**src/logic/ibuf_pkg.sv**
```systemverilog
package ibuf_pkg;

    //////////////////////////////////////////////////////////////////////
    // sizes
    //////////////////////////////////////////////////////////////////////

    localparam int num_warps = 8;
    localparam int ib_depth  = 4;                   // entries per warp
    localparam int ptr_w     = 3;                   // index bits plus wrap bit
    localparam int warp_id_w = $clog2(num_warps);
    localparam int reg_id_w  = 5;

    typedef logic [warp_id_w-1:0] warp_id_t;
    typedef logic [num_warps-1:0] warp_vec_t;      // one bit per warp

    // register operand, valid bit on top
    typedef struct packed {
        logic                valid;
        logic [reg_id_w-1:0] id;
    } reg_ref_t;

    //////////////////////////////////////////////////////////////////////
    // decoded instruction as written by the decode stage
    //////////////////////////////////////////////////////////////////////

    typedef struct packed {
        logic [31:0] instr;             // raw instruction word
        reg_ref_t    src1;
        reg_ref_t    src2;
        reg_ref_t    dst;
        logic [3:0]  alu_op;
        logic [15:0] imm;
        logic        regwrite;
        logic        memwrite;
        logic        memread;
        logic        shared_global;     // shared when set, global otherwise
        logic        beq;
        logic        blt;
        logic        exit;              // warp terminates at this instruction
    } dec_instr_t;

endpackage

```
**src/logic/ibuf_warp.sv**
```systemverilog
`timescale 1ns/1ps

module ibuf_warp
    import ibuf_pkg::*;
(
    input  logic       clk,
    input  logic       rst,
    // decode side
    input  logic       wr_en,
    input  dec_instr_t wr_instr,
    // fetch side
    input  logic       fetch_valid,
    output logic       fetch_req,
    // scoreboard state for this warp
    input  logic       scb_stall,
    input  logic       scb_empty,
    // issue unit handshake
    output logic       issue_req,
    input  logic       issue_grant,
    output logic       exit_req,
    input  logic       exit_grant,
    // head entry towards the select
    output dec_instr_t head
);

    //////////////////////////////////////////////////////////////////////
    // queue storage and pointers
    //////////////////////////////////////////////////////////////////////

    dec_instr_t       mem [ib_depth];
    logic [ptr_w-1:0] wr_ptr;
    logic [ptr_w-1:0] rd_ptr;
    logic [ptr_w-1:0] occupancy;
    logic [ptr_w-1:0] credit_sum;
    logic             head_valid;
    logic             full;
    logic             push;
    logic             pop;

    // wrap bit makes full and empty distinct
    assign occupancy  = wr_ptr - rd_ptr;
    assign head_valid = (occupancy != '0);
    assign full       = (occupancy == ptr_w'(ib_depth));

    // a write into a full queue is ignored so the pointers stay sane
    assign push = wr_en & ~full;
    assign pop  = head_valid & (issue_grant | exit_grant);

    always_ff @(posedge clk or negedge rst) begin
        if (!rst) begin
            wr_ptr <= '0;
            rd_ptr <= '0;
        end else begin
            if (push) begin
                wr_ptr <= wr_ptr + 1'b1;
            end
            if (pop) begin
                rd_ptr <= rd_ptr + 1'b1;
            end
        end
    end

    // entry payload written at the tail
    always_ff @(posedge clk) begin
        if (push) begin
            mem[wr_ptr[ptr_w-2:0]] <= wr_instr;
        end
    end

    assign head = mem[rd_ptr[ptr_w-2:0]];

    //////////////////////////////////////////////////////////////////////
    // fetch credit
    //////////////////////////////////////////////////////////////////////

    // count what is stored, what is in flight upstream and what lands now
    // pops are left out so the credit never depends on a grant
    assign credit_sum = occupancy + ptr_w'(fetch_valid) + ptr_w'(wr_en);
    assign fetch_req  = (credit_sum < ptr_w'(ib_depth));

    //////////////////////////////////////////////////////////////////////
    // issue and exit requests
    //////////////////////////////////////////////////////////////////////

    always_comb begin
        issue_req = 1'b0;
        exit_req  = 1'b0;
        if (head_valid) begin
            if (head.exit) begin
                exit_req = scb_empty;       // wait for all writes to retire
            end else begin
                issue_req = ~scb_stall;     // full or dependent
            end
        end
    end

endmodule

```
**src/logic/issue_select.sv**
```systemverilog
`timescale 1ns/1ps

module issue_select
    import ibuf_pkg::*;
(
    // one-hot or zero grants from the issue unit
    input  warp_vec_t  issue_grant,
    input  warp_vec_t  exit_grant,
    // current head of every warp queue
    input  dec_instr_t heads [num_warps],
    // towards the operand collector
    output logic       issue_valid,
    output warp_id_t   issue_warp,
    output dec_instr_t issue_instr,
    // towards the register allocation unit
    output logic       exit_valid,
    output warp_id_t   exit_warp
);

    // one-hot to index, zero when nothing is granted
    function automatic warp_id_t grant_to_id(input warp_vec_t grant);
        warp_id_t id;
        id = '0;
        for (int i = 0; i < num_warps; i++) begin
            if (grant[i]) begin
                id = warp_id_t'(i);
            end
        end
        return id;
    endfunction

    //////////////////////////////////////////////////////////////////////
    // issue path
    //////////////////////////////////////////////////////////////////////

    assign issue_valid = |issue_grant;
    assign issue_warp  = grant_to_id(issue_grant);

    // falls back to warp 0 when idle, qualified by issue_valid
    assign issue_instr = heads[issue_warp];

    //////////////////////////////////////////////////////////////////////
    // exit path
    //////////////////////////////////////////////////////////////////////

    assign exit_valid = |exit_grant;
    assign exit_warp  = grant_to_id(exit_grant);

endmodule

```
**src/logic/ibuf_top.sv**
```systemverilog
`timescale 1ns/1ps

module ibuf_top
    import ibuf_pkg::*;
(
    input  logic       clk,
    input  logic       rst,
    // decode stage
    input  logic       dec_valid,
    input  warp_id_t   dec_warp,
    input  dec_instr_t dec_instr,
    input  logic       drop,            // from the SIMT stack
    // fetch stage
    input  warp_vec_t  fetch_valid,
    output warp_vec_t  fetch_req,
    // scoreboard
    input  warp_vec_t  scb_stall,
    input  warp_vec_t  scb_empty,
    // issue unit
    output warp_vec_t  issue_req,
    input  warp_vec_t  issue_grant,
    output warp_vec_t  exit_req,
    input  warp_vec_t  exit_grant,
    // operand collector
    output logic       issue_valid,
    output warp_id_t   issue_warp,
    output dec_instr_t issue_instr,
    // register allocation unit
    output logic       exit_valid,
    output warp_id_t   exit_warp
);

    warp_vec_t  wr_en;
    dec_instr_t heads [num_warps];

    //////////////////////////////////////////////////////////////////////
    // decode write demux
    //////////////////////////////////////////////////////////////////////

    always_comb begin
        wr_en           = '0;
        wr_en[dec_warp] = dec_valid & ~drop;    // dropped slots vanish here
    end

    //////////////////////////////////////////////////////////////////////
    // per-warp queues
    //////////////////////////////////////////////////////////////////////

    for (genvar w = 0; w < num_warps; w++) begin : g_warp
        ibuf_warp u_warp (
            .clk         (clk),
            .rst         (rst),
            .wr_en       (wr_en[w]),
            .wr_instr    (dec_instr),       // shared bus, enable picks the warp
            .fetch_valid (fetch_valid[w]),
            .fetch_req   (fetch_req[w]),
            .scb_stall   (scb_stall[w]),
            .scb_empty   (scb_empty[w]),
            .issue_req   (issue_req[w]),
            .issue_grant (issue_grant[w]),
            .exit_req    (exit_req[w]),
            .exit_grant  (exit_grant[w]),
            .head        (heads[w])
        );
    end

    // output mux and warp id encoding
    issue_select u_select (
        .issue_grant (issue_grant),
        .exit_grant  (exit_grant),
        .heads       (heads),
        .issue_valid (issue_valid),
        .issue_warp  (issue_warp),
        .issue_instr (issue_instr),
        .exit_valid  (exit_valid),
        .exit_warp   (exit_warp)
    );

endmodule

```
**config.mk**
```make
export PLATFORM = sky130hd
export DESIGN_NAME = ibuf_top
export DESIGN_NICKNAME = d
export VERILOG_FILES = /design/src/logic/ibuf_pkg.sv /design/src/logic/ibuf_warp.sv /design/src/logic/issue_select.sv /design/src/logic/ibuf_top.sv
export SDC_FILE = /design/constraint.sdc
export NUM_CORES = 2
export LEC_CHECK = 0
export ABC_AREA = 1
export BUFFER_PORTS_ARGS = -buffer_cell sky130_fd_sc_hd__buf_4
export CAP_MARGIN = 20
export CORE_UTILIZATION = 45
export CTS_BUF_LIST = sky130_fd_sc_hd__clkbuf_16
export CTS_CLUSTER_DIAMETER = 200
export DETAILED_ROUTE_END_ITERATION = 7
export GPL_TIMING_DRIVEN = 1
export HOLD_SLACK_MARGIN = 0.1
export SETUP_SLACK_MARGIN = 0.15
export SYNTH_ARGS = -nofsm -noshare
export SYNTH_HDL_FRONTEND = slang
export SYNTH_HIERARCHICAL = 1
export SYNTH_SLANG_ARGS = --single-unit
```
**constraint.sdc**
```tcl
create_clock -name clk -period 8.6 [get_ports clk]
set_input_delay 1.72 -clock clk [delete_from_list [all_inputs] [get_ports clk]]
set_output_delay 1.72 -clock clk [all_outputs]
set_load 0.02 [all_outputs]
```
==> flow_summary.json <==
{
  "maxSlewHeadroom_pct": 16.6,
  "finalHoldViolCount": 0,
  "clk_latency_ps": 930,
  "synth_top_area_share_pct": 70.6,
  "rr_startpoint": "g_warp[4].u_warp/rd_ptr[0]",
  "synth.largest_area_cell": "edfxtp_1",
  "grt_pass1_vias": 67800,
  "synth_common_cells": "edfxtp_1, nor2_1, nand2_1, inv_1, nand3_1",
  "core-area_um2": 231000,
  "min_period_ps": 6700,
  "postCtsSetupBuffers": 0,
  "synth.most_common_cell": "edfxtp_1",
  "postRouteAntennaNets": 0,
  "synth_area_leaders": "edfxtp_1, nor2_1, o22ai_1",
  "hold_class": "register to register",
  "cts_sinks": 2512,
  "synth_seq_cells": 2512,
  "fmax_mhz": 149,
  "port_buffers": 232,
  "outcome": "complete, no violations",
  "cpMaxStageDelayCell": "buf_4",
  "drive_gt1_share_pct": 9.11,
  "utilization_pct": 50.5,
  "cap_violations": 0,
  "cp.arrival_ps": 4980,
  "synth_area_um2": 105000,
  "cts_buffers": 275,
  "tns_ps": 0,
  "peakVddDrop_v": 0.000240,
  "net-switching-power_uw": 14600,
  "track_usage_pct": 27.2,
  "initial_core_util_pct": 45.4,
  "cts_resized": 0,
  "grt_pass1_wl_mm": 468,
  "post_drt_wl_per_cell_um": 27.1,
  "path_max_fanout": 54,
  "syn_inst": 8705,
  "syn_to_final_growth_pct": 11.2,
  "nNetsFinal": 8969,
  "grt_overflow": 0,
  "routabilityCongestion": 0.832,
  "cp-startpoint": "issue_grant[2]",
  "path_clk_slew_ps": 60,
  "rows": 176,
  "critical_path.endpoint_type": "output port",
  "hpwl_mm": 169,
  "multi_input_area_um2": 23400,
  "crit_path_end": "issue_instr[56]",
  "antenna_found_initial": 15,
  "hold_start": "g_warp[7].u_warp/wr_ptr[1]",
  "leakagePower_uw": 0.0421,
  "root_buffer": "clkbuf_16",
  "area.sequential_um2": 75300,
  "reg2reg_depth": 11,
  "fp.dieH_um": 485,
  "cts_tree": "done",
  "via_per_inst": 5.91,
  "ys_seq_area_share_pct": 71.8,
  "cp.required_ps": 6880,
  "ctsHoldBuffers": 0,
  "ctsLongestPathBuffers": 4,
  "synth_cell_types": 29,
  "wl_mm": 326,
  "combPwrFrac_pct": 33.3,
  "start_kind": "input pin",
  "fin_skew_ps": 37.2,
  "p_int_uw": 23800,
  "slew_viol_final": 0,
  "die_width_um": 485,
  "pwr-share-clk_pct": 28.9,
  "rsz0062_at_grt": "false",
  "cp_cell_sequence": "buf_4, nor2_1, nor2_1, nor3_4, buf_4, buf_4, nand3_1, nand2_1, nand2_1, nand2_1, buf_4",
  "drc": 0,
  "yosys_warnings": 6,
  "htree_levels": 5,
  "finalSetupViolations": 0,
  "synth_ff_type": "edfxtp_1",
  "post-route-period-util_pct": 77.9,
  "power_density_nw_per_um2": 330,
  "ios": 233,
  "critical_path.max_stage_delay_ps": 950,
  "dieArea_um2": 235000,
  "switching_share_pct": 38.0,
  "crit_type": "input pin to output port",
  "async_reset_ff_share_pct": 1.91,
  "dr.pass1.iters": 6,
  "drt_iter0_markers": 8408,
  "synth_edf_count": 2464,
  "crit_path_frequent_cell": "buf_4",
  "fill_cells": 19900,
  "rrSetupSlack_ps": 3610,
  "synthesis.nets": 8893,
  "p_seq_share_pct": 37.8,
  "worst_pin_slew_ps": 1250,
  "via_count": 70900,
  "postSynthAreaPerCell_um2": 12.0,
  "grt_max_degree": 124,
  "worstReg2RegEnd": "g_warp[4].u_warp/mem[0][51]"
}
## power by group through the flow
stage / sequential, µW / clock (µW) / combinational, µW
floorplan: 14200 / 0 / 8920
global placement: 14800 / 0 / 12400
detailed placement: 14800 / 0 / 12600
CTS: 14500 / 11200 / 12600
global route: 14600 / 11700 / 13900
finish: 14500 / 11100 / 12800
## kinds of logic after synthesis
family | share of synthesized area [%]
AO/OA/AOI/OAI | 9.50
XOR/XNOR | 0.134
adder cells (fa/ha/maj) | 0.822
buffers and inverters | 6.09
flip-flops | 71.8
AND/OR/NAND/NOR | 11.7
## critical path: cells and delay by family
kind,cells,cell delay (ps)
buffers and inverters,4,1950
and+or+nand+nor,7,1150
## layout make-up
cell class              count  share of cell area [%]
diodes                      8                  0.0172
clock buffers             282                    6.05
clock inverters           178                    1.05
inverters                 752                    2.52
multi-input cells        4889                    20.1
flip-flops and latches   2512                    64.6
well taps                3026                    3.25
repair buffers            351                    2.46
## flip-flops by register name, summed over array words and instances (netlist names)
register,count
g_warp.u_warp/rd_ptr,24
g_warp.u_warp/mem,2464
g_warp.u_warp/wr_ptr,24
## worst min-delay path by stage
stage	to	slack, ps	cells past startpoint
after floorplan	g_warp[0].u_warp/wr_ptr[2]	480	2
after global placement	g_warp[1].u_warp/wr_ptr[2]	500	2
after detailed placement	g_warp[4].u_warp/wr_ptr[2]	520	2
after CTS	g_warp[6].u_warp/wr_ptr[2]	540	2
after global routing	g_warp[6].u_warp/wr_ptr[2]	550	2
final	g_warp[7].u_warp/wr_ptr[1]	530	2
## through the flow
step	power (µW)	cells	instance area (µm²)	hold WS (ps)	setup slack, ps
finish	38400	12000	117000	533	1900
global route	40100	12000	117000	550	1910
CTS	38400	12000	116000	535	2040
detailed placement	27400	11500	108000	521	2040
global placement	27200	11500	108000	501	2110
floorplan	23100	8705	105000	484	2610
## layout by cell type (no fill, tap or decap), types with 3 or more instances in the layout
cell / n
a21oi_1: 9
buf_12: 19
buf_4: 332
bufinv_16: 17
clkbuf_16: 282
clkinv_1: 54
clkinv_2: 36
clkinvlp_4: 3
dfrtp_1: 32
dfrtp_4: 16
diode_2: 8
edfxtp_1: 2464
fa_1: 8
ha_1: 56
inv_1: 784
inv_4: 11
inv_6: 18
nand2_1: 944
nand2_2: 22
nand3_1: 699
nand3_2: 18
nor2_1: 1252
nor2_4: 24
o21ai_0: 610
o21ai_1: 608
o22ai_1: 608
or2_2: 8
xor2_1: 16
## per-layer routing
| layer | part of all wire, % | global-route usage (%) | vias to the layer above |
|---|---|---|---|
| li1 | - | - | 31100 |
| met1 | 40 | 36.1 | 35500 |
| met2 | 48 | 44.9 | 3642 |
| met3 | 8.6 | 3.99 | 742 |
| met4 | 4.2 | 11.3 | 6 |
| met5 | 0.0089 | 0 | - |
Note: power is estimated with default switching activity, not from simulation.
